$ cat src/rtl/miniAluPkg.sv
package miniAluPkg;

   // ------------------------------------------------
   // Instruction format
   // ------------------------------------------------

   localparam int InstrWidth   = 28;
   localparam int RegAddrWidth = 8;

   // Sources that read the SMUL result halves
   localparam logic [RegAddrWidth-1:0] RegRl = 8'd254;
   localparam logic [RegAddrWidth-1:0] RegRh = 8'd255;

   // Unlisted codes decode as NOP
   typedef enum logic [3:0]
   {
      OpNop  = 4'd0,
      OpAdd  = 4'd1,
      OpSub  = 4'd2,
      OpSmul = 4'd3,
      OpSto  = 4'd4,
      OpBle  = 4'd5,
      OpJmp  = 4'd6,
      OpCall = 4'd7,
      OpRet  = 4'd8,
      OpLed  = 4'd9,
      OpShl  = 4'd10
   } opcode_e;

   // dest doubles as branch target, src1:src0 as STO immediate
   typedef struct packed
   {
      opcode_e                 op;
      logic [RegAddrWidth-1:0] dest;
      logic [RegAddrWidth-1:0] src1;
      logic [RegAddrWidth-1:0] src0;
   } instr_t;

   localparam instr_t InstrNop = '{op: OpNop, dest: '0, src1: '0, src0: '0};

   // ------------------------------------------------
   // Execute unit result selection
   // ------------------------------------------------

   typedef enum logic [2:0]
   {
      SelImm = 3'd0,
      SelAdd = 3'd1,
      SelSub = 3'd2,
      SelMul = 3'd3,
      SelShl = 3'd4
   } aluSel_e;

endpackage

$ cat src/rtl/execCtrlIf.sv
interface execCtrlIf
#(
   parameter int DataWidth = 16
);
   import miniAluPkg::*;

   aluSel_e                 aluSel;
   logic [RegAddrWidth-1:0] dest;
   logic [RegAddrWidth-1:0] src0;
   logic [RegAddrWidth-1:0] src1;
   logic [DataWidth-1:0]    immediate;
   logic                    regWrite;
   logic                    mulWrite;
   logic                    ledWrite;
   logic                    branchLe;
   logic                    jump;
   logic                    call;
   logic                    ret;
   // Execute stage holds a bubble from a pause or reset
   logic                    stall;

   modport ctrl (output aluSel, dest, src0, src1, immediate, regWrite, mulWrite,
                 ledWrite, branchLe, jump, call, ret, stall);
   modport dat (input aluSel, dest, src0, src1, immediate, regWrite, mulWrite,
                ledWrite, branchLe, jump, call, ret, stall);

endinterface

$ cat src/rtl/executeUnit.sv
module executeUnit
#(
   parameter int DataWidth = 16
)
(
   input  logic                   Clock,
   input  logic                   arstN,
   execCtrlIf.dat                 ctrl,
   input  logic [DataWidth-1:0]   operand0,
   input  logic [DataWidth-1:0]   operand1,
   output logic [DataWidth-1:0]   result,
   output logic [2*DataWidth-1:0] product,
   output logic                   branchTaken,
   output logic [7:0]             oLed,
   output logic                   oLedValid
);
   import miniAluPkg::*;

   logic [DataWidth-1:0] shifted;

   // ------------------------------------------------
   // Arithmetic
   // ------------------------------------------------

   // Signed operands, full width product
   assign product = $signed(operand1) * $signed(operand0);

   // Oversized shift clears the result
   assign shifted = (operand0 >= DataWidth) ? '0 : (operand1 << operand0);

   always_comb
   begin
      case (ctrl.aluSel)
         SelAdd:  result = operand1 + operand0;
         SelSub:  result = operand1 - operand0;
         SelMul:  result = product[DataWidth-1:0];
         SelShl:  result = shifted;
         default: result = ctrl.immediate;
      endcase
   end

   // Signed compare for BLE
   assign branchTaken = ctrl.branchLe && ($signed(operand1) <= $signed(operand0));

   // ------------------------------------------------
   // LED port
   // ------------------------------------------------

   always_ff @(posedge Clock or negedge arstN)
   begin
      if (!arstN)
      begin
         oLed      <= 8'd0;
         oLedValid <= 1'b0;
      end
      else
      begin
         // One cycle strobe per LED instruction
         oLedValid <= ctrl.ledWrite;
         if (ctrl.ledWrite)
         begin
            oLed <= operand1[7:0];
         end
      end
   end

endmodule

$ cat src/flat_wrapper.sv
// flat-port wrapper written by rule: the top's interface ports become plain ports
module executeUnit_flat import miniAluPkg::*;
#(
   parameter int DataWidth = 16
)
  (Clock, arstN, operand0, operand1, result, product, branchTaken, oLed, oLedValid, ctrl_aluSel, ctrl_dest, ctrl_src0, ctrl_src1, ctrl_immediate, ctrl_regWrite, ctrl_mulWrite, ctrl_ledWrite, ctrl_branchLe, ctrl_jump, ctrl_call, ctrl_ret, ctrl_stall);
  execCtrlIf #(.DataWidth(DataWidth)) ctrl_i ();
  input  logic Clock;
  input  logic arstN;
  input  logic [DataWidth-1:0] operand0;
  input  logic [DataWidth-1:0] operand1;
  output logic [DataWidth-1:0] result;
  output logic [2*DataWidth-1:0] product;
  output logic branchTaken;
  output logic [7:0] oLed;
  output logic oLedValid;
  input wire logic [$bits(ctrl_i.aluSel)-1:0] ctrl_aluSel;
  input wire logic [$bits(ctrl_i.dest)-1:0] ctrl_dest;
  input wire logic [$bits(ctrl_i.src0)-1:0] ctrl_src0;
  input wire logic [$bits(ctrl_i.src1)-1:0] ctrl_src1;
  input wire logic [$bits(ctrl_i.immediate)-1:0] ctrl_immediate;
  input wire logic [$bits(ctrl_i.regWrite)-1:0] ctrl_regWrite;
  input wire logic [$bits(ctrl_i.mulWrite)-1:0] ctrl_mulWrite;
  input wire logic [$bits(ctrl_i.ledWrite)-1:0] ctrl_ledWrite;
  input wire logic [$bits(ctrl_i.branchLe)-1:0] ctrl_branchLe;
  input wire logic [$bits(ctrl_i.jump)-1:0] ctrl_jump;
  input wire logic [$bits(ctrl_i.call)-1:0] ctrl_call;
  input wire logic [$bits(ctrl_i.ret)-1:0] ctrl_ret;
  input wire logic [$bits(ctrl_i.stall)-1:0] ctrl_stall;
  assign ctrl_i.aluSel = ctrl_aluSel;
  assign ctrl_i.dest = ctrl_dest;
  assign ctrl_i.src0 = ctrl_src0;
  assign ctrl_i.src1 = ctrl_src1;
  assign ctrl_i.immediate = ctrl_immediate;
  assign ctrl_i.regWrite = ctrl_regWrite;
  assign ctrl_i.mulWrite = ctrl_mulWrite;
  assign ctrl_i.ledWrite = ctrl_ledWrite;
  assign ctrl_i.branchLe = ctrl_branchLe;
  assign ctrl_i.jump = ctrl_jump;
  assign ctrl_i.call = ctrl_call;
  assign ctrl_i.ret = ctrl_ret;
  assign ctrl_i.stall = ctrl_stall;
  executeUnit #(.DataWidth(DataWidth)) u_core (.Clock(Clock), .arstN(arstN), .ctrl(ctrl_i), .operand0(operand0), .operand1(operand1), .result(result), .product(product), .branchTaken(branchTaken), .oLed(oLed), .oLedValid(oLedValid));
endmodule
$ cat config.mk
export PLATFORM = sky130hd
export DESIGN_NAME = executeUnit_flat
export DESIGN_NICKNAME = d
export VERILOG_FILES = /design/src/rtl/miniAluPkg.sv /design/src/rtl/execCtrlIf.sv /design/src/rtl/executeUnit.sv /design/src/flat_wrapper.sv
export SDC_FILE = /design/constraint.sdc
export NUM_CORES = 1
export LEC_CHECK = 0
export BUFFER_PORTS_ARGS = -buffer_cell sky130_fd_sc_hd__buf_2
export CAP_MARGIN = 20
export CORE_ASPECT_RATIO = 0.7
export CORE_MARGIN = 2
export CORE_UTILIZATION = 45
export CTS_BUF_LIST = sky130_fd_sc_hd__clkbuf_2 sky130_fd_sc_hd__clkbuf_4 sky130_fd_sc_hd__clkbuf_8
export DETAILED_ROUTE_END_ITERATION = 8
export SLEW_MARGIN = 10
export SYNTH_ARGS = -nofsm -noshare
export SYNTH_HDL_FRONTEND = slang
export SYNTH_SLANG_ARGS = --single-unit
$ cat constraint.sdc
create_clock -name Clock -period 12.45 [get_ports Clock]
set_clock_uncertainty 0.05 [all_clocks]
set_input_delay 0.6225 -clock Clock [delete_from_list [all_inputs] [get_ports Clock]]
set_output_delay 0.6225 -clock Clock [all_outputs]
set_load 0.005 [all_outputs]
# Yosys cells after proc, flatten, opt, wreduce, memory -nomap -nowiden
# Index checks and enable logic that the tools add are counted.
# W data, S select, Z words.
[word_totals]
inputBits = 85
ff_bits = 9
word_cells = 15
output_inout_bits = 58
[classes]
n_eq_ne = 4
n_mux = 2
n_shift = 1
addsub = 2
magnitude_cmp = 2
mul = 1
reduce_logical = 1
[ops]
columns = ["cell", "count"]
rows = [
  ["$pmux W16 S4", 1],
  ["$mul A16 B16 Y32", 1],
  ["$add A16 B16 Y16", 1],
  ["$ge A16 B5 Y1 const B", 1],
  ["$le A16 B16 Y1", 1],
  ["$mux W16", 1],
  ["$shl A16 B16 Y16", 1],
  ["$sub A16 B16 Y16", 1],
  ["$eq A3 B2 Y1 const B", 2],
  ["$eq A3 B1 Y1 const B", 1],
  ["$eq A3 B3 Y1 const B", 1],
  ["$logic_and A1 B1 Y1", 1],
]

# Logic depth before layout (Yosys ltp)
[depth]
ltp_word = 3
ltp_mapped = 24
ltp_nobuf = 22

# Least setup slack after synthesis
# Ideal clock, no wire load.
[synth_path]
kind = "in2out"
from = "input port operand0[1]"
to = "output port product[31]"
n_path_buf = 3
arrival_ns = 6.720
setup_slack_ns = 5.058
cell_stages = 21
t_required_ns = 11.777
cell_sequence = "clkbuf_1 -> clkbuf_1 -> clkbuf_1 -> nand2_1 -> fa_1 -> fa_1 -> fa_1 -> inv_1 -> fa_1 -> fa_1 -> inv_1 -> fa_1 -> inv_1 -> ha_1 -> a21o_1 -> a31o_2 -> o41a_1 -> a41o_1 -> a2111oi_2 -> nor3_1 -> xnor2_1"
[synth_via]
elab_chain_cells = 1
[synth_rtl]
columns = ["item", "line_no", "text"]
rows = [
  ["start: declaration", "flat_wrapper.sv:10", "input logic [DataWidth-1:0] operand0;"],
  ["$mul A16 B16 Y32", "executeUnit.sv:26", "assign product = $signed(operand1) * $signed(operand0);"],
  ["end: declaration", "flat_wrapper.sv:13", "output logic [2*DataWidth-1:0] product;"],
]
# Every way passes these cells.

# Worst setup path in the final report
[layout_path]
from = "input port operand1[7]"
to = "output port result[15]"
[layout_via]
elab_chain_cells = 3
word_cells_on_any_way = 6
cone_classes = "2 x add/sub; 1 x mul; 1 x shift; 2 x mux"
[layout_rtl]
columns = ["item", "line_no", "text"]
rows = [
  ["start: declaration", "flat_wrapper.sv:11", "input logic [DataWidth-1:0] operand1;"],
  ["branches (longest 2 deep; another with $mul A16 B16 Y32)", "n/a", ""],
  ["$pmux W16 S4 (*)", "executeUnit.sv:33", "case (ctrl.aluSel)"],
  ["end: declaration", "flat_wrapper.sv:12", "output logic [DataWidth-1:0] result;"],
]
# Mark *: on every way between the ends.

==> summary.txt <==
Status
  • Status: finished, final reports clean

Layout
  • Area grow syn2layout: 6.93%
  • Final #Nets: between 2k and 2.5k
  • Most frequent cells in the layout: inv_1, fa_1, nand2_1, ha_1, buf_2
  • Most common cell after layout, fill and taps aside: inv_1
  • Ratio of cells with drive above 1 in the final layout: 0.0959

Route
  • Via Count: roughly 10k
  • Routed wire length: 36.5 mm
  • DR WL/cell: 19.0 µm
  • DR iter-0 viols: 1049
  • Via/cell ratio: 5.47
  • DR pass1 iterations: 5
  • Post-DRT Antenna Nets: 0
  • Drt drc: 0

Synthesis
  • Synthesized netlist cell count: between 1k and 1.5k
  • Yosys warnings: 0
  • EDFF count, synth: 0
  • Avg Inst Size Synth: between 8 and 9 µm²
  • Share of the yosys chip area belonging to registers: 0.0180
  • #FFs+latches synth: 9
  • Post-synthesis cell type count: 70
  • Asr flop ratio synth: 1.00
  • Most used DFF post-synth: dfrtp_1
  • Syn Nets: slightly below 2k
  • Mapped cell area: around 0.013 mm²

Worst setup path
  • Critical Path, Cell by Cell: buf_2 > ha_1 > inv_1 > fa_1 > inv_1 > fa_1 > inv_1 > fa_1 > inv_1 > fa_1 > fa_1 > inv_1 > fa_1 > inv_1 > ha_1 > o21ai_0 > o21bai_1 > o41a_1 > xor2_1 > a211oi_1 > a31oi_1 > buf_2
  • Slowest cell on crit path: xor2_1
  • Max incr delay on CP: 0.78 ns
  • Startpoint type of the worst setup path: input pin
  • Delay-heaviest family, CP: adder cells
  • Worst EP arrival: 7.65 ns
  • Type of element capturing the critical path: output pin
  • WP data required: between 10 and 15 ns
  • Crit path kind: input pin to output pin
  • Worst Path Buf+Inv: 8
  • Worst Path Max Fanout: 20

Placed design
  • Placer Congestion: between 0.9 and 1
  • Port Buffers: approximately 110
  • Post-DP HPWL: ~30 mm

Clocking
  • Clock Sinks: 9
  • CTS Hold Bufs: 0
  • H-tree level count: 1
  • Clock root buffer master: clkbuf_8
  • Worst skew pair latency: around 0.24 ns
  • Clk slew on worst S/H paths: roughly 0.050 ns
  • Max Root-Sink Buffers: 2
  • Post-CTS sizing: 0
  • CTS tree: built
  • Num CTS Buffers: 3
  • Setup bufs post-CTS: 0

Floorplanning
  • DIE AREA: a little under 0.03 mm²
  • Die X: 204 µm
  • Die Height: roughly 140 µm
  • Rows: between 50 and 60
  • IO Count: ~140
  • Initial Util: 0.454
  • Core ar.: 0.0276 mm²

Global route
  • Initial antenna violation count: 3
  • Largest net degree at the start of global routing: 41
  • Vias in the first global route: around 10k
  • GRT overflow: 0
  • Gr usage total: 0.254
  • Global-route wire length before repair: between 50 and 60 mm

Timing
  • Fmax: 120 MHz
  • Min Tclk post-route: ~8.3 ns
  • Fin. Hold Viols: 0
  • Setup TNS: 0 ns
  • Setup-failing EPs final: 0
  • Rel. slew slack: 0.295
  • Final Max Tran Viols: 0
  • Worst-Margin Slew: between 1 and 1.5 ns
  • Period utilization: 0.668
  • Unrepaired setup endpoints after global routing: false

Run
  • Max-cap viol count: 0

Min path
  • HP Class: input pin to asynchronous set/reset pin
cell families (layout without fill, tap and decap cells):
| group | Yosys count | count (layout) | share of synthesized area |
|---|---|---|---|
| buffers and inverters | 390 | 450 | 0.117 |
| and+or+nand+nor | 422 | 422 | 0.158 |
| other | 0 | 1 | 0 |
| AOI/OAI and AO/OA | 214 | 214 | 0.116 |
| xor gates and xnor gates | 47 | 47 | 0.0328 |
| adders and majority gates | 378 | 378 | 0.535 |
| muxes | 23 | 23 | 0.0234 |
| DFF | 9 | 9 | 0.0180 |
final cells by class:
cell class                 count  area [µm²]
fill                        2763       14200
multi-input combinational   1084       10900
inverter                     332        1250
timing repair buffer         114         576
tap                          371         464
sequential                     9         225
clock buffer                   4        48.8
antenna                        1        2.50
path summary, 6_finish.rpt:
check | from | depth (start not counted) | end | slack, ns
worst max-delay path | operand1[7] | 22 | result[15] | 4.13
max in group asynchronous | arstN | 1 | u_core.oLed[1] | 11.97
worst min register to register | u_core.oLed[1] | 1 | u_core.oLed[1] | 0.45
worst max register to register | u_core.oLed[0] | 1 | u_core.oLed[0] | 11.62
worst min-delay path | arstN | 1 | u_core.oLed[3] | 0.19
min in group Clock | u_core.oLed[1] | 1 | u_core.oLed[1] | 0.45
per-stage QoR:
| stage | hold WS (ns) | cells | util | setup WS (ns) | instance area [µm²] |
|---|---|---|---|---|---|
| after CTS | 0.193 | 1914 | 0.485 | 4.25 | 13400 |
| final | 0.187 | 1915 | 0.486 | 4.13 | 13400 |
| after detailed placement | 0.441 | 1910 | 0.484 | 4.28 | 13400 |
| after floorplan | 0.277 | 1483 | - | 5.06 | 12500 |
| after global placement | 0.434 | 1910 | 0.484 | 4.32 | 13400 |
| after global routing | 0.192 | 1914 | 0.485 | 3.94 | 13400 |
sequential cells by signal, summed over array words and instances (netlist names):
signal / count
u_core.oLedValid: 1
u_core.oLed: 8
metal layers:
layer	vias to the layer above	part of all wire	global-route usage
li1	4753	-	-
met1	5317	0.48	0.408
met2	385	0.41	0.364
met3	14	0.096	0.0528
met4	6	0.0036	0.0108
met5	-	0.0011	0
synth_stat cells (5+ instances only):
master,count,area share
dfrtp_1,9,0.018
and3_1,8,0.0040
o22ai_1,9,0.0045
nand2b_1,8,0.0040
nand3_1,14,0.0056
xnor2_1,34,0.024
a21o_1,11,0.0066
clkbuf_1,52,0.016
ha_1,114,0.11
fa_1,264,0.42
a21oi_1,64,0.026
inv_1,330,0.099
o21ai_0,32,0.013
mux2_2,11,0.0099
o21bai_1,8,0.0048
a31oi_1,6,0.0030
nor2b_1,8,0.0040
o211ai_1,9,0.0054
nand2_1,166,0.050
a211oi_1,9,0.0054
a221o_1,5,0.0040
a22oi_1,6,0.0036
nor3_1,17,0.0068
nor2_1,86,0.026
xor2_1,13,0.0091
and2_1,95,0.047
a221oi_1,9,0.0063
mux2i_1,8,0.0064
Power is not shown: default switching activity piles up to over one toggle a cycle in this logic, so the estimate is an artifact.
