### src/rtl/miniAluPkg.sv
package miniAluPkg;

   // ------------------------------------------------
   // Instruction format
   // ------------------------------------------------

   localparam int InstrWidth   = 28;
   localparam int RegAddrWidth = 8;

   // Sources that read the SMUL result halves
   localparam logic [RegAddrWidth-1:0] RegRl = 8'd254;
   localparam logic [RegAddrWidth-1:0] RegRh = 8'd255;

   // Unlisted codes decode as NOP
   typedef enum logic [3:0]
   {
      OpNop  = 4'd0,
      OpAdd  = 4'd1,
      OpSub  = 4'd2,
      OpSmul = 4'd3,
      OpSto  = 4'd4,
      OpBle  = 4'd5,
      OpJmp  = 4'd6,
      OpCall = 4'd7,
      OpRet  = 4'd8,
      OpLed  = 4'd9,
      OpShl  = 4'd10
   } opcode_e;

   // dest doubles as branch target, src1:src0 as STO immediate
   typedef struct packed
   {
      opcode_e                 op;
      logic [RegAddrWidth-1:0] dest;
      logic [RegAddrWidth-1:0] src1;
      logic [RegAddrWidth-1:0] src0;
   } instr_t;

   localparam instr_t InstrNop = '{op: OpNop, dest: '0, src1: '0, src0: '0};

   // ------------------------------------------------
   // Execute unit result selection
   // ------------------------------------------------

   typedef enum logic [2:0]
   {
      SelImm = 3'd0,
      SelAdd = 3'd1,
      SelSub = 3'd2,
      SelMul = 3'd3,
      SelShl = 3'd4
   } aluSel_e;

endpackage

### src/rtl/execCtrlIf.sv
interface execCtrlIf
#(
   parameter int DataWidth = 16
);
   import miniAluPkg::*;

   aluSel_e                 aluSel;
   logic [RegAddrWidth-1:0] dest;
   logic [RegAddrWidth-1:0] src0;
   logic [RegAddrWidth-1:0] src1;
   logic [DataWidth-1:0]    immediate;
   logic                    regWrite;
   logic                    mulWrite;
   logic                    ledWrite;
   logic                    branchLe;
   logic                    jump;
   logic                    call;
   logic                    ret;
   // Execute stage holds a bubble from a pause or reset
   logic                    stall;

   modport ctrl (output aluSel, dest, src0, src1, immediate, regWrite, mulWrite,
                 ledWrite, branchLe, jump, call, ret, stall);
   modport dat (input aluSel, dest, src0, src1, immediate, regWrite, mulWrite,
                ledWrite, branchLe, jump, call, ret, stall);

endinterface

### src/rtl/miniAluControl.sv
module miniAluControl
(
   input  logic               Clock,
   input  logic               arstN,
   input  logic               iRun,
   input  miniAluPkg::instr_t instr,
   execCtrlIf.ctrl            ctrl
);
   import miniAluPkg::*;

   instr_t execInstr;
   logic   pauseBubble;

   // ------------------------------------------------
   // Fetch/execute pipeline register
   // ------------------------------------------------

   always_ff @(posedge Clock or negedge arstN)
   begin
      if (!arstN)
      begin
         execInstr   <= InstrNop;
         pauseBubble <= 1'b1;
      end
      else
      begin
         pauseBubble <= !iRun;
         if (iRun)
         begin
            execInstr <= instr;
         end
         else
         begin
            execInstr <= InstrNop;
         end
      end
   end

   assign ctrl.dest      = execInstr.dest;
   assign ctrl.src0      = execInstr.src0;
   assign ctrl.src1      = execInstr.src1;
   assign ctrl.immediate = ctrl.DataWidth'({execInstr.src1, execInstr.src0});
   assign ctrl.stall     = pauseBubble;

   // ------------------------------------------------
   // Opcode decode
   // ------------------------------------------------

   always_comb
   begin
      ctrl.aluSel   = SelImm;
      ctrl.regWrite = 1'b0;
      ctrl.mulWrite = 1'b0;
      ctrl.ledWrite = 1'b0;
      ctrl.branchLe = 1'b0;
      ctrl.jump     = 1'b0;
      ctrl.call     = 1'b0;
      ctrl.ret      = 1'b0;
      case (execInstr.op)
         OpAdd:
         begin
            ctrl.aluSel   = SelAdd;
            ctrl.regWrite = 1'b1;
         end
         OpSub:
         begin
            ctrl.aluSel   = SelSub;
            ctrl.regWrite = 1'b1;
         end
         OpShl:
         begin
            ctrl.aluSel   = SelShl;
            ctrl.regWrite = 1'b1;
         end
         OpSto:
         begin
            ctrl.regWrite = 1'b1;
         end
         // Product goes to RL/RH only
         OpSmul:
         begin
            ctrl.aluSel   = SelMul;
            ctrl.mulWrite = 1'b1;
         end
         OpBle:  ctrl.branchLe = 1'b1;
         OpJmp:  ctrl.jump     = 1'b1;
         OpCall:
         begin
            ctrl.jump = 1'b1;
            ctrl.call = 1'b1;
         end
         OpRet:  ctrl.ret      = 1'b1;
         OpLed:  ctrl.ledWrite = 1'b1;
         default:
         begin
            ctrl.aluSel = SelImm;
         end
      endcase
   end

endmodule

### src/flat_wrapper.sv
// flat-port wrapper written by rule: the top's interface ports become plain ports
module miniAluControl_flat import miniAluPkg::*;
  (Clock, arstN, iRun, instr, ctrl_aluSel, ctrl_dest, ctrl_src0, ctrl_src1, ctrl_immediate, ctrl_regWrite, ctrl_mulWrite, ctrl_ledWrite, ctrl_branchLe, ctrl_jump, ctrl_call, ctrl_ret, ctrl_stall);
  execCtrlIf ctrl_i ();
  input  logic Clock;
  input  logic arstN;
  input  logic iRun;
  input  miniAluPkg::instr_t instr;
  output wire logic [$bits(ctrl_i.aluSel)-1:0] ctrl_aluSel;
  output wire logic [$bits(ctrl_i.dest)-1:0] ctrl_dest;
  output wire logic [$bits(ctrl_i.src0)-1:0] ctrl_src0;
  output wire logic [$bits(ctrl_i.src1)-1:0] ctrl_src1;
  output wire logic [$bits(ctrl_i.immediate)-1:0] ctrl_immediate;
  output wire logic [$bits(ctrl_i.regWrite)-1:0] ctrl_regWrite;
  output wire logic [$bits(ctrl_i.mulWrite)-1:0] ctrl_mulWrite;
  output wire logic [$bits(ctrl_i.ledWrite)-1:0] ctrl_ledWrite;
  output wire logic [$bits(ctrl_i.branchLe)-1:0] ctrl_branchLe;
  output wire logic [$bits(ctrl_i.jump)-1:0] ctrl_jump;
  output wire logic [$bits(ctrl_i.call)-1:0] ctrl_call;
  output wire logic [$bits(ctrl_i.ret)-1:0] ctrl_ret;
  output wire logic [$bits(ctrl_i.stall)-1:0] ctrl_stall;
  assign ctrl_aluSel = ctrl_i.aluSel;
  assign ctrl_dest = ctrl_i.dest;
  assign ctrl_src0 = ctrl_i.src0;
  assign ctrl_src1 = ctrl_i.src1;
  assign ctrl_immediate = ctrl_i.immediate;
  assign ctrl_regWrite = ctrl_i.regWrite;
  assign ctrl_mulWrite = ctrl_i.mulWrite;
  assign ctrl_ledWrite = ctrl_i.ledWrite;
  assign ctrl_branchLe = ctrl_i.branchLe;
  assign ctrl_jump = ctrl_i.jump;
  assign ctrl_call = ctrl_i.call;
  assign ctrl_ret = ctrl_i.ret;
  assign ctrl_stall = ctrl_i.stall;
  miniAluControl u_core (.Clock(Clock), .arstN(arstN), .iRun(iRun), .instr(instr), .ctrl(ctrl_i));
endmodule
### config.mk
export PLATFORM = sky130hd
export DESIGN_NAME = miniAluControl_flat
export DESIGN_NICKNAME = d
export VERILOG_FILES = /design/src/rtl/miniAluPkg.sv /design/src/rtl/execCtrlIf.sv /design/src/rtl/miniAluControl.sv /design/src/flat_wrapper.sv
export SDC_FILE = /design/constraint.sdc
export NUM_CORES = 1
export LEC_CHECK = 0
export BUFFER_PORTS_ARGS = -buffer_cell sky130_fd_sc_hd__buf_2
export CORE_MARGIN = 4
export CORE_UTILIZATION = 42
export CTS_CLUSTER_DIAMETER = 30
export DETAILED_ROUTE_END_ITERATION = 7
export GPL_TIMING_DRIVEN = 0
export PLACE_DENSITY = 0.86
export SYNTH_ARGS = -nofsm -noshare
export SYNTH_HDL_FRONTEND = slang
export SYNTH_SLANG_ARGS = --single-unit
export TNS_END_PERCENT = 20
### constraint.sdc
create_clock -name Clock -period 1.3 [get_ports Clock]
set_input_delay 0.195 -clock Clock [delete_from_list [all_inputs] [get_ports Clock]]
set_output_delay 0.195 -clock Clock [all_outputs]
set_load 0.01 [all_outputs]
---- Yosys cells after proc, flatten, opt, wreduce, memory -nomap -nowiden ----
Index checks and enable logic that the tools add are counted.
Widths: inputs -> output; s select.
storage, ports and cells
  output and inout port bits .............. 51
  input bits .............................. 31
  bits in registers ....................... 29
operators by class
  multiplexer cells ....................... 9
  reductions and logical operators ........ 3
  eq/ne operators ......................... 10
operators with widths
  kind                number
  $mux 28             1
  $eq 4x3->1 const B  4
  $eq 4x4->1 const B  3
  $pmux 3 s4          1
  $eq 4x2->1 const B  2
  $mux 1              7
  $eq 4x1->1 const B  1
  $reduce_or 4->1     1
  $reduce_or 2->1     1
  $logic_not 1->1     1

---- Longest topological paths before layout ----
Gate-level depths: netlist (run 1).
  depth in word-level cells ............... 3
  gate-level depth with buffers ........... 3

---- Least setup slack after synthesis (run 1) ----
OpenSTA, ideal clock, no wires.
  path kind ............................... reg-to-output
  start point ............................. reg u_core.execInstr[24] in the netlist's numbering
  end point ............................... out ctrl_ret
  stages on the path, launching flop included .. 3
  data arrival time ....................... 0.959 ns
  setup slack ............................. 0.146 ns
  cells stage by stage .................... dfrtp_1 buf_2 nor4b_1
between the ends
  cells in the longest elaborated chain, start to end .. 2
RTL lines
  what                    line                  RTL
  start, declared         miniAluControl.sv:11  instr_t execInstr;
  start signal, assigned  miniAluControl.sv:22  execInstr <= InstrNop;
  start signal, assigned  miniAluControl.sv:30  execInstr <= instr;
  start signal, assigned  miniAluControl.sv:34  execInstr <= InstrNop;
  $eq 4x4->1              miniAluControl.sv:59  case (execInstr.op)
  $mux 1                  miniAluControl.sv:59
  end, declared           flat_wrapper.sv:20    output wire logic [$bits(ctrl_i.ret)-1:0] ctrl_ret;
Every way passes these cells.

---- Worst setup path after layout (run 1) ----
  start point ............................. reg u_core.execInstr[26] in the netlist's numbering
  end point ............................... out ctrl_ret
Same word-level chain as after synthesis.

==> results of run 1 <==
==> worst min-delay path by stage <==
stage,to
after global routing,u_core.ctrl.src1[4]
after global placement,u_core.ctrl.src1[3]
final,u_core.ctrl.src1[3]
after floorplan,u_core.ctrl.dest[0]
after detailed placement,u_core.ctrl.src1[3]
after CTS,u_core.ctrl.src1[4]
==> registers in the layout, indices dropped and copies added, names as in the netlist <==
name,cells
u_core.ctrl.src1,8
u_core.execInstr,4
u_core.ctrl.dest,8
u_core.ctrl.src0,8
u_core.ctrl.stall,1
==> critical path, cell delays in order (launching register included) <==
cell and delay [ns]:
dfrtp_2 0.45, buf_2 0.16, nor4b_2 0.20, buf_2 0.17
==> metrics by stage <==
step	utilization, %	TNS [ns]	hold WS (ns)	power [uW]	cells
2_1_floorplan	-	0	-0.101	1180	116
3_3_place_gp	59.0	0	0.243	1320	240
3_5_place_dp	59.0	0	0.249	1330	240
4_1_cts	62.7	-1.14	0.0734	2080	250
5_1_grt	62.8	-1.84	0.0565	2170	250
6_report	62.8	-0.994	0.0860	2050	250
==> final cells by class <==
cell class	instances	area [um^2]	area share [%]
flip-flops and latches	29	732	38.2
repair buffers	84	434	22.6
plain buffers	43	314	16.4
multi-input cells	41	294	15.3
clock buffers	7	55.1	2.87
well taps	44	55.1	2.87
clock inverters	1	30.0	1.57
inverters	1	3.75	0.196
==> power by group through the flow <==
stage	combinational (uW)	clock, uW	sequential, uW
2_1_floorplan	194	0	985
3_3_place_gp	329	0	987
3_5_place_dp	336	0	990
4_1_cts	337	762	978
5_1_grt	364	818	987
6_report	332	739	978
==> logic make-up after synthesis <==
group,count (synthesis),synth area share [%]
simple gates,39,20.1
xor+xnor,1,0.651
compound gates,1,0.651
buf+inv,46,24.6
flops,29,54.0
==> metal layers <==
| metal | part of all wire (%) | up-vias | global-route usage (%) | routed length, um |
|---|---|---|---|---|
| met4 | 2.0 | 0 | 6.33 | 52 |
| li1 | - | 497 | - | - |
| met2 | 54 | 41 | 24.2 | 1440 |
| met1 | 35 | 453 | 13.5 | 920 |
| met5 | 0 | - | 0 | 0 |
| met3 | 8.7 | 6 | 5.03 | 231 |
==> cell usage in the layout, fill, tap and decap left out <==
master / instances
nor3b_1: 1
and2_1: 30
buf_6: 1
buf_2: 82
a22o_1: 1
nor4b_2: 1
buf_4: 41
clkbuf_4: 5
nor3b_2: 1
bufinv_16: 1
dlygate4sd3_1: 1
inv_1: 1
dfrtp_1: 24
nor2_1: 2
dfstp_2: 1
xor2_1: 1
clkbuf_8: 1
and4bb_2: 3
and3b_1: 1
clkbuf_2: 1
clkbuf_1: 2
dfrtp_2: 4
==> what timing repair did <==
action | CTS | global route
hold buffers | 1 | 0
gates resized for setup | 6 | 1
setup endpoints to repair | 10 | 10
pin swaps | 3 | 2
endpoints found under the hold margin | 28 | 0
buffers inserted | 3 | 0
==> key figures, run 1 <==
Synthesis
  • Mean Syn Cell Area: 11.6 um^2
  • Synth Instances: 116
  • Yosys top cell by area: dfrtp_1
  • Cell area after synthesis: approximately 0.0013 mm^2
  • Number of flops mapped to enable cells by yosys: 0
  • Post-synth top area share: between 50% and 60%
  • Commonest cells post-synth: buf_4, and2_1, dfrtp_1, and4bb_2
  • Seq/Total Area, Yosys: ~54%
  • Top-count cell post-synth: buf_4
  • Synth Net Count: 147
  • Yosys reg bits: 29
  • Synth top area cells: dfrtp_1, buf_4, and2_1
  • Synth async-reset ratio: 100%
  • Synth warnings: 0
  • Top_reg_cell synth: dfrtp_1
  • Distinct cells, synth: 16

STA
  • Period utilization: 114%
  • Final worst setup slack: -0.176 ns
  • Slew Limit Fails: 0
  • Slew HR: 59.6%
  • Fin crit period: around 1.5 ns
  • RSZ-0062 raised after global routing: yes
  • Slew @ Worst Pin: slightly above 0.6 ns
  • Final setup viols: 10
  • Final hold vios: 0
  • Max Freq: 677 MHz

Run
  • Max cap viols: 0

Drt
  • DRT Pass-1 Iters: 2
  • Via Count: 997
  • Total Wirelength: between 2 and 3 mm
  • DRT iter0 DRCs: 21
  • Final ANT Viol Nets: 0
  • Remaining routing DRC violations: 0
  • WL per Instance: around 11 um
  • Vias/cell: roughly 4

CTS
  • Clk root buf: clkbuf_4
  • TritonCTS buffer count: 5
  • CTS clk-pin slew, worst paths: around 0.090 ns
  • CTS max path bufs: 2
  • Sink Count: 29
  • CTS tree: done
  • H-tree depth: 2

Power
  • P_leak: 0.00113 uW
  • P_sw: between 400 and 500 uW
  • Sw frac: approximately 22%
  • Clock power frac: a little over a third
  • Flop pwr share: between 40% and 50%
  • Worst VDD drop: between 0.6 and 0.7 mV
  • Int Pwr: 1610 uW
  • Power per cell area: ~1100 mW/mm^2
  • Combinational fraction of design power: between 15 and 20%

Cells and area
  • Finished Cell Area: 0.00192 mm^2
  • Antenna Cells: 0
  • Share of layout cells above drive strength 1: between 60% and 70%
  • Filler cells: ~280
  • Layout area overhead: 42.6%
  • Final net count: about 240

Global routing
  • Largest net degree at the start of global routing: 30
  • First-pass GRT wire length: about 4.2 mm
  • Number of global-route vias before repair: between 900 and 1000
  • Initial antenna violation count: 0
  • GRT Total Usage: about 13%
  • Total grt overflow: 0

Setup path
  • Critical path class: flip-flop to primary output
  • CP Max Fanout: 6
  • Crit path DAT: 1.28 ns
  • Crit end category: primary output
  • Worst setup startpoint: u_core.execInstr[26]
  • Worst EP required: approximately 1.1 ns
  • Crit start category: flip-flop
  • CP endpoint: ctrl_ret

Place
  • GP Congestion: ~0.65
  • DP Area: between 0.0015 and 0.002 mm^2
  • Buffers on Ports: 80
  • Dpl ws: 0.111 ns
  • Hpwl dp: 2.10 mm

Worst hold path
  • Hold depth: 2
  • Hold Path Class: primary input to flip-flop
  • Hold path startpoint: instr[11]

Floorplan
  • Cell Rows: 20
  • Die Width: around 65 um
  • Io pins: approximately 80
  • DIE AREA: around 0.0042 mm^2
  • Die Height: between 60 and 70 um
  • Core ar.: a little over 0.003 mm^2
  • Initial Util: between 40% and 50%

Outcome
  • Status: complete, but fails checks
  • Violated checks: setup timing
Power figures use the tool's default switching activity.
==> run 2: changes to the inputs <==
- PLACE_DENSITY: 0.86 -> 0.78
==> run 2 against run 1 <==
Net effect:
- sequential share of layout area rose by 0.30 points
- sequential power about the same
- non-clock buffer count is 1 lower
- critical path depth unchanged
- setup slack improved by 0.0058 ns
- the run still ends with setup timing left
- total power shrank 12%
- highest routed layer unchanged
- critical path type unchanged
==> key figures, run 2 (synthesis results as in run 1) <==
STA
  • WHS: 0.0826 ns
  • Period utilization: 113%
  • Slew @ Worst Pin: around 0.62 ns
  • Fin crit period: between 1 and 1.5 ns
  • Final worst setup slack: -0.170 ns
  • Final hold vios: 0
  • Max Freq: 680 MHz
  • Slew Limit Fails: 0
  • RSZ-0062 raised after global routing: yes
  • Final setup viols: 10
  • Slew HR: about three fifths

Outcome
  • Violated checks: setup timing
  • Status: complete, but fails checks

Setup path
  • Slowest stage cell, crit path: dfrtp_2
  • Crit path DAT: 1.28 ns
  • CP Buf/Inv Count: 1
  • CP Max Fanout: 6
  • Delay-heaviest family, CP: flip-flops
  • Worst EP required: 1.11 ns
  • Crit end category: primary output
  • Critical path class: flip-flop to primary output
  • Crit start category: flip-flop
  • Largest stage delay, worst path: between 0.4 and 0.5 ns
  • Critical path, cell by cell: xor2_1 > a22o_1 > buf_2

Drt
  • Via Count: between 900 and 1000
  • Final ANT Viol Nets: 0
  • Total Wirelength: approximately 2.6 mm
  • Remaining routing DRC violations: 0
  • WL per Instance: ~10 um
  • Vias/cell: just under 4
  • DRT iter0 DRCs: 26
  • DRT Pass-1 Iters: 4

CTS
  • CTS tree: done
  • CTS max path bufs: 2
  • Sink Count: 29
  • Clk root buf: clkbuf_4
  • CTS clk-pin slew, worst paths: 0.09 ns
  • H-tree depth: 2
  • TritonCTS buffer count: 5

Worst hold path
  • Worst Hold End: u_core.ctrl.src1[4]
  • Hold path startpoint: instr[12]
  • Hold Path Class: primary input to flip-flop
  • Hold depth: 2

Power
  • Int Pwr: ~1400 uW
  • Power per cell area: roughly 950 mW/mm^2
  • Combinational fraction of design power: a little under a fifth
  • Worst VDD drop: between 0.7 and 0.8 mV
  • Sw frac: 24.9%
  • P_sw: approximately 450 uW
  • P_leak: around 0.0011 uW
  • Flop pwr share: approximately 54%
  • Clock power frac: 27.4%

Floorplan
  • Die Width: around 65 um
  • Initial Util: between 40 and 50%
  • Io pins: 82
  • Die Height: around 65 um
  • Core ar.: 0.00305 mm^2
  • Cell Rows: 20
  • DIE AREA: 0.00417 mm^2

Cells and area
  • Final net count: 235
  • Finished Core Util: 62.3%
  • Commonest non-fill, non-tap cell in the layout: buf_2
  • Leading cell types in the layout, fill and taps excluded: buf_2, buf_4, and2_1, dfrtp_1, clkbuf_4
  • Layout area overhead: 41.5%
  • Non-Filler Instances: roughly 250
  • Antenna Cells: 0
  • Share of layout cells above drive strength 1: 69.3%

Global routing
  • Initial antenna violation count: 0
  • Number of global-route vias before repair: roughly 980
  • Largest net degree at the start of global routing: 30
  • GRT Total Usage: approximately an eighth
  • First-pass GRT wire length: 4.20 mm
  • Total grt overflow: 0

Place
  • Hpwl dp: approximately 2 mm
  • GP Congestion: ~0.64
  • Buffers on Ports: 80
  • Placed cell count: 240

Run
  • Max cap viols: 0
==> run 2: cell types whose count changed in the layout (fill, tap and decap cells not counted) <==
cell | previous run | this run
buf_6 | 1 | 4
clkbuf_8 | 1 | 0
nor3b_2 | 1 | 2
bufinv_16 | 1 | 0
clkinv_2 | 0 | 2
buf_2 | 82 | 78
nor3b_1 | 1 | 0
==> run 2: worst max-delay path by stage <==
stage | startpoint | end | depth (start not counted)
final | u_core.execInstr[26] | ctrl_regWrite | 3
after global routing | u_core.execInstr[26] | ctrl_regWrite | 3
after CTS | u_core.execInstr[26] | ctrl_regWrite | 3
after detailed placement | u_core.execInstr[24] | ctrl_regWrite | 4
after global placement | u_core.execInstr[24] | ctrl_regWrite | 4
after floorplan | u_core.execInstr[24] | ctrl_ret | 2
==> run 2: timing repair <==
action                     CTS  global route
buffers inserted             1             1
resized for setup            6             6
pin swaps                    1             2
hold endpoints to repair    28             0
setup endpoints to repair   10            10
hold buffers                 1             0
==> run 2: cell type report <==
type	count	area [um^2]
buffer	43	314
clock buffer	6	41.3
clock inverter	2	10.0
fill	276	1150
inverter	1	3.75
multi-input combinational	41	299
sequential	29	732
tap	44	55.1
timing repair buffer	83	448
==> run 2: stage by stage <==
step	setup TNS [ns]	power (uW)	worst slack [ns]	cell area [um^2]
floorplan	0	1180	0.146	1350
global placement	0	1320	0.119	1800
detailed placement	0	1320	0.110	1800
CTS	-1.18	1840	-0.201	1880
global route	-1.83	1930	-0.271	1900
finish	-0.961	1800	-0.170	1900
==> run 2: power by group through the flow <==
stage                     Combinational (uW)  Sequential, uW  Clock [uW]
after global routing                     368             987         575
final                                    332             978         494
after global placement                   329             987           0
after detailed placement                 334             989           0
after floorplan                          194             985           0
after CTS                                332             978         527
==> run 2: metal layers <==
| metal | global-route usage [%] | routed length (um) | vias up |
|---|---|---|---|
| met5 | 0 | 0 | - |
| met3 | 6.93 | 272 | 4 |
| li1 | - | - | 496 |
| met2 | 23.1 | 1330 | 44 |
| met4 | 5.54 | 39 | 0 |
| met1 | 13.0 | 931 | 427 |
