File: config.mk
export PLATFORM = sky130hd
export DESIGN_NAME = instructionPointer_flat
export DESIGN_NICKNAME = d
export VERILOG_FILES = /design/src/rtl/miniAluPkg.sv /design/src/rtl/execCtrlIf.sv /design/src/rtl/instructionPointer.sv /design/src/flat_wrapper.sv
export SDC_FILE = /design/constraint.sdc
export NUM_CORES = 1
export LEC_CHECK = 0
export ABC_AREA = 1
export BUFFER_PORTS_ARGS = -buffer_cell sky130_fd_sc_hd__clkbuf_2
export CORE_MARGIN = 2
export CORE_UTILIZATION = 32
export CTS_CLUSTER_SIZE = 16
export DETAILED_ROUTE_END_ITERATION = 12
export PLACE_DENSITY = 0.68
export SYNTH_ARGS = -nofsm -noshare
export SYNTH_HDL_FRONTEND = slang
export SYNTH_SLANG_ARGS = --single-unit
File: constraint.sdc
create_clock -name Clock -period 1.31 [get_ports Clock]
set_input_delay 0.131 -clock Clock [delete_from_list [all_inputs] [get_ports Clock]]
set_output_delay 0.131 -clock Clock [all_outputs]
set_load 0.05 [all_outputs]
File: src/rtl/miniAluPkg.sv
package miniAluPkg;

   // ------------------------------------------------
   // Instruction format
   // ------------------------------------------------

   localparam int InstrWidth   = 28;
   localparam int RegAddrWidth = 8;

   // Sources that read the SMUL result halves
   localparam logic [RegAddrWidth-1:0] RegRl = 8'd254;
   localparam logic [RegAddrWidth-1:0] RegRh = 8'd255;

   // Unlisted codes decode as NOP
   typedef enum logic [3:0]
   {
      OpNop  = 4'd0,
      OpAdd  = 4'd1,
      OpSub  = 4'd2,
      OpSmul = 4'd3,
      OpSto  = 4'd4,
      OpBle  = 4'd5,
      OpJmp  = 4'd6,
      OpCall = 4'd7,
      OpRet  = 4'd8,
      OpLed  = 4'd9,
      OpShl  = 4'd10
   } opcode_e;

   // dest doubles as branch target, src1:src0 as STO immediate
   typedef struct packed
   {
      opcode_e                 op;
      logic [RegAddrWidth-1:0] dest;
      logic [RegAddrWidth-1:0] src1;
      logic [RegAddrWidth-1:0] src0;
   } instr_t;

   localparam instr_t InstrNop = '{op: OpNop, dest: '0, src1: '0, src0: '0};

   // ------------------------------------------------
   // Execute unit result selection
   // ------------------------------------------------

   typedef enum logic [2:0]
   {
      SelImm = 3'd0,
      SelAdd = 3'd1,
      SelSub = 3'd2,
      SelMul = 3'd3,
      SelShl = 3'd4
   } aluSel_e;

endpackage

File: src/rtl/execCtrlIf.sv
interface execCtrlIf
#(
   parameter int DataWidth = 16
);
   import miniAluPkg::*;

   aluSel_e                 aluSel;
   logic [RegAddrWidth-1:0] dest;
   logic [RegAddrWidth-1:0] src0;
   logic [RegAddrWidth-1:0] src1;
   logic [DataWidth-1:0]    immediate;
   logic                    regWrite;
   logic                    mulWrite;
   logic                    ledWrite;
   logic                    branchLe;
   logic                    jump;
   logic                    call;
   logic                    ret;
   // Execute stage holds a bubble from a pause or reset
   logic                    stall;

   modport ctrl (output aluSel, dest, src0, src1, immediate, regWrite, mulWrite,
                 ledWrite, branchLe, jump, call, ret, stall);
   modport dat (input aluSel, dest, src0, src1, immediate, regWrite, mulWrite,
                ledWrite, branchLe, jump, call, ret, stall);

endinterface

File: src/rtl/instructionPointer.sv
module instructionPointer
#(
   parameter int ProgAddrWidth = 8
)
(
   input  logic                     Clock,
   input  logic                     arstN,
   input  logic                     iRun,
   input  logic                     branchTaken,
   execCtrlIf.dat                   ctrl,
   output logic [ProgAddrWidth-1:0] pc
);

   logic [ProgAddrWidth-1:0] nextAddr;
   logic [ProgAddrWidth-1:0] retAddr;
   logic [ProgAddrWidth-1:0] target;

   assign target = ProgAddrWidth'(ctrl.dest);

   // ------------------------------------------------
   // Fetch address select
   // ------------------------------------------------

   // Redirect in the same cycle, so no delay slot
   always_comb
   begin
      if (ctrl.ret)
      begin
         pc = retAddr;
      end
      else if (branchTaken || ctrl.jump)
      begin
         pc = target;
      end
      else
      begin
         pc = nextAddr;
      end
   end

   // Paused edge keeps pc, including a pending redirect
   always_ff @(posedge Clock or negedge arstN)
   begin
      if (!arstN)
      begin
         nextAddr <= '0;
         retAddr  <= '0;
      end
      else
      begin
         if (iRun)
         begin
            nextAddr <= pc + 1'b1;
         end
         else
         begin
            nextAddr <= pc;
         end
         // Counter still points just past the CALL
         if (ctrl.call)
         begin
            retAddr <= nextAddr;
         end
      end
   end

endmodule

File: src/flat_wrapper.sv
// flat-port wrapper written by rule: the top's interface ports become plain ports
module instructionPointer_flat 
#(
   parameter int ProgAddrWidth = 8
)
  (Clock, arstN, iRun, branchTaken, pc, ctrl_aluSel, ctrl_dest, ctrl_src0, ctrl_src1, ctrl_immediate, ctrl_regWrite, ctrl_mulWrite, ctrl_ledWrite, ctrl_branchLe, ctrl_jump, ctrl_call, ctrl_ret, ctrl_stall);
  execCtrlIf ctrl_i ();
  input  logic Clock;
  input  logic arstN;
  input  logic iRun;
  input  logic branchTaken;
  output logic [ProgAddrWidth-1:0] pc;
  input wire logic [$bits(ctrl_i.aluSel)-1:0] ctrl_aluSel;
  input wire logic [$bits(ctrl_i.dest)-1:0] ctrl_dest;
  input wire logic [$bits(ctrl_i.src0)-1:0] ctrl_src0;
  input wire logic [$bits(ctrl_i.src1)-1:0] ctrl_src1;
  input wire logic [$bits(ctrl_i.immediate)-1:0] ctrl_immediate;
  input wire logic [$bits(ctrl_i.regWrite)-1:0] ctrl_regWrite;
  input wire logic [$bits(ctrl_i.mulWrite)-1:0] ctrl_mulWrite;
  input wire logic [$bits(ctrl_i.ledWrite)-1:0] ctrl_ledWrite;
  input wire logic [$bits(ctrl_i.branchLe)-1:0] ctrl_branchLe;
  input wire logic [$bits(ctrl_i.jump)-1:0] ctrl_jump;
  input wire logic [$bits(ctrl_i.call)-1:0] ctrl_call;
  input wire logic [$bits(ctrl_i.ret)-1:0] ctrl_ret;
  input wire logic [$bits(ctrl_i.stall)-1:0] ctrl_stall;
  assign ctrl_i.aluSel = ctrl_aluSel;
  assign ctrl_i.dest = ctrl_dest;
  assign ctrl_i.src0 = ctrl_src0;
  assign ctrl_i.src1 = ctrl_src1;
  assign ctrl_i.immediate = ctrl_immediate;
  assign ctrl_i.regWrite = ctrl_regWrite;
  assign ctrl_i.mulWrite = ctrl_mulWrite;
  assign ctrl_i.ledWrite = ctrl_ledWrite;
  assign ctrl_i.branchLe = ctrl_branchLe;
  assign ctrl_i.jump = ctrl_jump;
  assign ctrl_i.call = ctrl_call;
  assign ctrl_i.ret = ctrl_ret;
  assign ctrl_i.stall = ctrl_stall;
  instructionPointer #(.ProgAddrWidth(ProgAddrWidth)) u_core (.Clock(Clock), .arstN(arstN), .iRun(iRun), .branchTaken(branchTaken), .ctrl(ctrl_i), .pc(pc));
endmodule
Word level (Yosys, flattened, before mapping)
Cells that the tools add are included.
{"block": "totals", "reg_bits": 16, "memories": 0, "elab_cells": 7, "ramBits": 0, "output_inout_bits": 8, "in_bits": 55, "rom_bits": 0, "latch_bits": 0}
{"block": "classes", "shift": 0, "n_div": 0, "bitwise": 0, "magnitude_cmp": 0, "n_addsub": 1, "reduce_logical": 1, "n_mul": 0, "mux": 3, "eq_ne": 0}
{"operator": "two-way mux 8 bit", "count": 3}
{"operator": "adder 8 x 1 -> 8 bit (second input constant)", "count": 1}
{"operator": "logical OR 1 bit", "count": 1}

Logic depth before layout (Yosys ltp)
Gate-level depths: netlist of run 1.
{"block": "logic_depth", "word_depth": 5, "mapped_depth": 13, "depth_no_buf": 13}

Least setup slack after synthesis of run 1
No wires, ideal clock.
{"block": "synth_path", "kind": "input to register", "startpoint": "input port ctrl_ret", "endpoint": "register u_core.nextAddr[6]", "stages": 12, "path_buffers": 2, "required_time_ns": 1.195, "setup_ns": 0.115, "t_arrival_ns": 1.608, "setup_slack_ns": -0.412, "cell_sequence": "buf_6 inv_4 buf_8 nand3_1 nand2_1 inv_1 ha_1 inv_1 nor2_1 nand4_1 nand2_1 inv_1"}
{"block": "synth_between", "elab_chain_len": 3}
{"element": "start, declared", "line_no": "flat_wrapper.sv:24", "rtl": "input wire logic [$bits(ctrl_i.ret)-1:0] ctrl_ret;"}
{"element": "two-way mux 8 bit", "line_no": "instructionPointer.sv:27", "rtl": "if (ctrl.ret)"}
{"element": "net pc[0]", "line_no": "flat_wrapper.sv:12", "rtl": "output logic [ProgAddrWidth-1:0] pc;"}
{"element": "adder 8 x 1 -> 8 bit", "line_no": "instructionPointer.sv:53", "rtl": "nextAddr <= pc + 1'b1;"}
{"element": "two-way mux 8 bit", "line_no": "instructionPointer.sv:51", "rtl": "if (iRun)"}
{"element": "end signal, assigned", "line_no": "instructionPointer.sv:53"}
{"element": "end signal, assigned", "line_no": "instructionPointer.sv:57", "rtl": "nextAddr <= pc;"}
{"element": "end, declared", "line_no": "instructionPointer.sv:14", "rtl": "logic [ProgAddrWidth-1:0] nextAddr;"}
The timed path passes the listed nets, and every way through them passes these cells.
A chain may end at the register's enable or synchronous reset.

Worst setup path in the final report of run 1
{"block": "layout_path", "startpoint": "register u_core.nextAddr[0]", "endpoint": "output port pc[0]"}
{"block": "layout_between", "elab_chain_len": 2}
{"element": "two-way mux 8 bit", "line_no": "instructionPointer.sv:31", "rtl": "else if (branchTaken || ctrl.jump)"}
{"element": "two-way mux 8 bit", "line_no": "instructionPointer.sv:27"}
{"element": "end, declared", "line_no": "flat_wrapper.sv:12"}
No other way between the ends.

==> results of run 1 <==
==> cell usage after synthesis, types with 2 or more instances <==
library cell,number,area share (%)
nand4_1,3,1.8
nand3_1,7,3.4
inv_2,2,0.73
nand2_2,4,2.4
dfrtp_1,16,39
inv_1,20,7.3
nor2_1,3,1.1
xor2_1,3,2.6
nor2_4,4,4.4
nand2_1,44,16
nand3_2,2,1.9
nand2_4,5,5.5
o21ai_0,5,2.4
mux2_2,2,2.2
==> sequential cells by signal, summed over array words and instances (netlist names) <==
register	count
u_core.nextAddr	8
u_core.retAddr	8
==> critical path, cell delays in order (launching register included) <==
cell	delay [ps]
dfrtp_1	400
nand2_2	90
nand3_4	80
nand2_4	80
clkinvlp_4	90
buf_6	120
clkbuf_16	160
==> metrics by stage <==
stage	setup TNS (ps)	util [%]	cell area, µm²
floorplan	-663	-	1090
global placement	-59.1	42.2	1290
detailed placement	-107	42.2	1290
CTS	-359	47.9	1460
global route	-989	50.6	1540
finish	-347	50.6	1540
==> routing by layer <==
layer / vias up / track usage, % / share of wire, %
met3: 2 / 2.13 / 3.0
met4: 0 / 6.83 / 0.76
met5: - / 0 / 0
li1: 495 / - / -
met2: 23 / 26.6 / 52
met1: 449 / 20.0 / 45
==> timing repair <==
item | in CTS | in global routing
pin swaps | 5 | 8
setup endpoints to repair | 8 | 14
cloned | 0 | 0
hold buffers | 1 | 0
gates resized for setup | 19 | 16
endpoints found under the hold margin | 16 | 0
buffers inserted | 5 | 7
==> area by class of cell <==
cell class	count	area (µm²)
Inverter	23	92.6
Tap cell	44	55.1
Fill cell	286	1510
Timing Repair Buffer	43	377
Multi-Input combinational cell	90	583
Clock buffer	4	36.3
Sequential cell	16	400
==> cell families after synthesis <==
kind of cell / count (synthesis)
buf+inv: 26
mux: 2
compound gates: 10
simple gates: 73
fa+ha+maj: 1
flops: 16
xor+xnor: 4
==> cells in the final DEF (no fill, tap or decap), types with 3 or more instances in the layout <==
master and n:
dfrtp_1 16, xor2_1 3, buf_6 4, o21ai_0 5
clkbuf_4 3, nand2_2 7, nand4_1 3, buf_8 4
inv_2 7, inv_1 14, nand2_4 7, nor2_4 4
clkbuf_2 14, nand2_1 39, nand3_1 5, buf_4 17
==> power groups by stage <==
| stage | Sequential [mW] | Clock, mW | Combinational (mW) |
|---|---|---|---|
| final | 0.625 | 0.329 | 0.797 |
| after global routing | 0.635 | 0.370 | 0.869 |
| after CTS | 0.624 | 0.344 | 0.713 |
| after detailed placement | 0.635 | 0 | 0.600 |
| after global placement | 0.628 | 0 | 0.588 |
| after floorplan | 0.623 | 0 | 0.455 |
==> worst min-delay path by stage <==
stage | startpoint | endpoint | cells past startpoint
after global placement | arstN | u_core.retAddr[1]$_DFFE_PN0P_ | 1
final | iRun | u_core.nextAddr[4]$_DFF_PN0_ | 3
after detailed placement | arstN | u_core.nextAddr[1]$_DFF_PN0_ | 1
after CTS | iRun | u_core.nextAddr[4]$_DFF_PN0_ | 3
after global routing | iRun | u_core.nextAddr[4]$_DFF_PN0_ | 3
after floorplan | arstN | u_core.nextAddr[0]$_DFF_PN0_ | 0
==> metrics.cfg, run 1 <==
[timing]
worst_hold_slack_ps = 198
period_needed_ps = 1420
clock.fmax_mhz = 702
slew_violations = 0
fin_worst_skew_ps = 0.497
final.setup.worst_slack_ps = -114
slew_headroom_pct = 71.2
setup-violations-final = 6
hold_violations = 0
finalCritPeriodShare_pct = 109
rsz0062_at_grt = yes
tightestPinTransition_ps = 432

[power_and_ir_drop]
swShare_pct = 37.0
power_density_nw_per_um2 = 1130
peakVddDrop_uv = 434
power_mw = 1.75
seq_power_share_pct = 35.7
p_int_mw = 1.10
p_clk_share_pct = 18.8
leakagePower_nw = 0.804
p_switching_uw = 648
comb_power_share_pct = 45.5

[synthesis]
ys_seq_area_share_pct = 38.9
synthFlopType = dfrtp_1
synth_edf_count = 0
synth_fa_ha_area_share_pct = 1.22
synthCells = 132
synth_xor_xnor_area_share_pct = 3.41
synth-async-reset-ratio_pct = 100
yosys_register_bits = 16
avgSynthCellArea_um2 = 7.79
synth_top_family_by_area = simple AND/OR/NAND/NOR gates
synthSimpleGateAreaFrac_pct = 37.2
synth_nets = 188
syn-cell-area_um2 = 1030
synthMuxAreaShare_pct = 2.19
synth_compound_area_share_pct = 5.47
yosysWarnings = 0
synth_cell_type_count = 26

[place]
hpwl_um = 1820
portBuffers = 22
post-place-cells = 204
preCtsSetupSlack_ps = -35.0
gp_congestion = 0.790

[clock_tree]
clock-root-buffer = clkbuf_4
cts_tree = built
htree_levels = 1
cts_made_buffers = 3
clock_latency_ps = 280
clkTransAtPathRegs_ps = 100
cts_sinks = 16
cts_buffer_depth = 2

[flow_run]
maxCapViolations = 0

[die]
io_pins = 63
die_w_um = 60.7
start_util_pct = 33.7
rows = 20
dieArea_um2 = 3680
die_y_um = 60.7
design.core.area_um2 = 3050

[final_layout]
layout-drive-gt1-share_pct = 46.6
area_growth_pct = 50.1
fin_nets = 233
stdcell_count = 220
antenna_cells = 0

[global_routing]
grt_pass1_vias = 986
grt_use_total_pct = 15.7
antenna_found_initial = 0
grt_pass1_wl_um = 4250
grt-ovfl-total = 0
grt_start_max_net_pins = 17

[outcome]
status = finished, violations left
violations = setup timing

[critical_path]
worstPathRequired_ps = 1180
critPathMaxFanout = 2
r2r_setup_slack_ps = -90
crit_arrival_ps = 1290
crit_start = u_core.nextAddr[0]$_DFF_PN0_
cp-start-kind = register
critPathCapture = pc[0]
r2r-start = u_core.nextAddr[0]$_DFF_PN0_
crit_type = reg2out
end_kind = output pin
r2r_end = u_core.nextAddr[6]$_DFF_PN0_
r2r_cells = 12

[detailed_routing]
vias = 969
avgRoutedWirePerCell_um = 11.4
vias_per_cell = 4.40
drc = 0
drt-total-wl_um = 2510
drt_iter0_markers = 31
antenna_left = 0
first_pass_iters = 4

[hold_path]
worstHoldPathType = in2reg

(Power assumes the default switching activity.)
==> run 2, diff against run 1 <==
--- a/config.mk
+++ b/config.mk
@@ -5,13 +5,13 @@
 export SDC_FILE = /design/constraint.sdc
 export NUM_CORES = 1
 export LEC_CHECK = 0
-export ABC_AREA = 1
 export BUFFER_PORTS_ARGS = -buffer_cell sky130_fd_sc_hd__clkbuf_2
 export CORE_MARGIN = 2
 export CORE_UTILIZATION = 32
 export CTS_CLUSTER_SIZE = 16
 export DETAILED_ROUTE_END_ITERATION = 12
-export PLACE_DENSITY = 0.68
+export GPL_TIMING_DRIVEN = 0
+export PLACE_DENSITY = 0.7
 export SYNTH_ARGS = -nofsm -noshare
 export SYNTH_HDL_FRONTEND = slang
 export SYNTH_SLANG_ARGS = --single-unit
==> run 2 against run 1 <==
Against the previous run: the run still ends with setup timing left; fmax decreased by 15%; sequential cell count did not move; via count is 22% lower; sequential power grew 9.3%; total power up 9.7%; die area decreased by 10%; global-route usage fell by 1.7 points; clock-buffer cell count is 1 lower; utilization grew 0.91 points.
==> metrics.cfg, run 2 <==
[power_and_ir_drop]
leakagePower_nw = 0.633
p_int_mw = 1.23
comb_power_share_pct = 50.9
p_switching_uw = 689
seq_power_share_pct = 35.6
p_clk_share_pct = 13.5
power_density_nw_per_um2 = 1360
peakVddDrop_uv = 912
power_mw = 1.92
swShare_pct = 35.9

[clock_tree]
clock_latency_ps = 290
cts_buffer_depth = 2
cts_tree = built
htree_levels = 1
clkTransAtPathRegs_ps = 90
cts_sinks = 16
cts_made_buffers = 3
clock-root-buffer = clkbuf_4

[synthesis]
synth_nets = 132
synth_area_leaders = dfrtp_1 (44%), mux2_2 (11%), o311ai_2 (7.1%)
synthCells = 76
synth.most_common_cell = dfrtp_1
ys_seq_area_share_pct = 43.7
synth_top_area_share_pct = 43.7
yosysWarnings = 0
synth_cell_type_count = 26
syn-cell-area_um2 = 916
yosysTopAreaCell = dfrtp_1
synth-async-reset-ratio_pct = 100
synth_edf_count = 0
avgSynthCellArea_um2 = 12.1
yosys-top-cells-count = dfrtp_1 (16), mux2_2 (9), nand2_1 (9)
synthFlopType = dfrtp_1
yosys_register_bits = 16

[place]
place_area_um2 = 1140
hpwl_um = 1420
portBuffers = 21
gp_congestion = 0.758
preCtsSetupSlack_ps = -395
post-place-cells = 128

[critical_path]
crit_path_max_incr_delay_ps = 470
crit_type = reg2out
cp_top_family = simple AND/OR/NAND/NOR gates
path_cells = or4b_4 > o311ai_4 > buf_4 > buf_8
worstPathRequired_ps = 1180
path_buf_inv = 2
crit_slowest_cell = or4b_4
crit_arrival_ps = 1550
critPathMaxFanout = 4
cp-start-kind = register
end_kind = output pin

[die]
rows = 19
start_util_pct = 33.5
design.core.area_um2 = 2730
io_pins = 63
dieArea_um2 = 3310
die_y_um = 57.5
die_w_um = 57.5

[outcome]
violations = setup timing
status = finished, violations left

[final_layout]
fin_nets = 173
antenna_cells = 0
stdcell_count = 146
final_core_util_pct = 51.5
reg.largest.list = u_core.nextAddr (8), u_core.retAddr (8)
layout_common_cells = dfrtp_1 (16), buf_4 (14), clkbuf_2 (13), mux2_2 (8), nand2_1 (7)
layout-drive-gt1-share_pct = 61.7
area_growth_pct = 53.7
stdcell_area_um2 = 1410
final_common_cell = dfrtp_1
fillerInstances = 232

[detailed_routing]
drc = 0
dr_wl_met2_um = 1150
antenna_left = 0
vias = 752
first_pass_iters = 2
maxUsedRoutingLayer = met4
drt-met1-wl_um = 910
avgRoutedWirePerCell_um = 15.2
drt-total-wl_um = 2210
vias_per_cell = 5.15
dr_wl_met3_um = 112
drt_iter0_markers = 12

[timing]
finalCritPeriodShare_pct = 128
period_needed_ps = 1680
worst_hold_slack_ps = 127
clock.fmax_mhz = 596
tns_ps = -3770
rsz0062_at_grt = yes
hold_violations = 0
tightestPinTransition_ps = 494
final.setup.worst_slack_ps = -368
fin_worst_skew_ps = 4.96
setup-violations-final = 14
slew_headroom_pct = 67.1
slew_violations = 0

[global_routing]
grt-ovfl-total = 0
grt_start_max_net_pins = 17
antenna_found_initial = 0
grt_pass1_wl_um = 3550
grt_use_total_pct = 14.0
grt_pass1_vias = 749

[flow_run]
maxCapViolations = 0

[hold_path]
worstHoldPathType = in2reg

run 2: changes by cell type after synthesis, moves of 3 or more:
cell      before  now
nand2_4        5    0
nand2_1       44    9
xnor2_1        1    5
mux2_2         2    9
nor2_1         3    0
nand2_2        4    1
or4b_1         0    3
nand4_1        3    0
o21ai_0        5    1
inv_1         20    6
nand3_1        7    2
o311ai_2       0    4
nor2_4         4    1
run 2: final timing paths:
check,from,end,slack [ps],depth (start not counted)
worst max-delay path,u_core.nextAddr[0]$_DFF_PN0_,pc[0],-370,4
worst min-delay path,iRun,u_core.nextAddr[0]$_DFF_PN0_,130,2
worst max register to register,u_core.nextAddr[0]$_DFF_PN0_,u_core.nextAddr[6]$_DFF_PN0_,-320,6
worst min register to register,u_core.nextAddr[3]$_DFF_PN0_,u_core.retAddr[3]$_DFFE_PN0P_,510,1
max in group asynchronous,arstN,u_core.nextAddr[5]$_DFF_PN0_,710,2
min in group asynchronous,arstN,u_core.retAddr[2]$_DFFE_PN0P_,320,2
run 2: kinds of logic (layout without fill, tap and decap cells):
logic type                 Yosys count  in the layout  share of synthesized area (%)
and+or+nand+nor                     24             24                           19.1
DFF                                 16             16                           43.7
muxes                               11             11                           13.3
buffers and inverters                9             48                           4.92
AOI/OAI and AO/OA                    8              8                           10.9
xor gates and xnor gates             7              7                           6.69
adders and majority gates            1              1                           1.37
run 2: routing by layer:
layer	vias up	track usage, %
li1	355	-
met1	376	18.3
met2	16	22.7
met3	5	3.17
met4	0	4.98
met5	-	0
run 2: what timing repair did:
item                                   4_1_cts  5_1_grt
endpoints found under the hold margin       16        0
hold buffers                                 1        0
setup buffers                                6        8
pin swaps                                    8        6
setup endpoints to repair                   15       15
gates resized for setup                     19       10
run 2: final cells by class:
cell class / count / area [µm²] / share of cell area, %
buffer: 3 / 22.5 / 1.60
clock buffer: 3 / 22.5 / 1.60
inverter: 6 / 26.3 / 1.87
multi-input combinational: 51 / 582 / 41.3
sequential: 16 / 400 / 28.4
tap: 31 / 38.8 / 2.76
timing repair buffer: 36 / 315 / 22.4
run 2: power groups by stage:
stage               clock network [mW]  registers (mW)  logic (mW)
floorplan                            0           0.677       0.581
CTS                              0.258           0.684       0.866
detailed placement                   0           0.695       0.714
finish                           0.260           0.683       0.978
global placement                     0           0.687       0.698
global route                     0.285           0.698        1.04
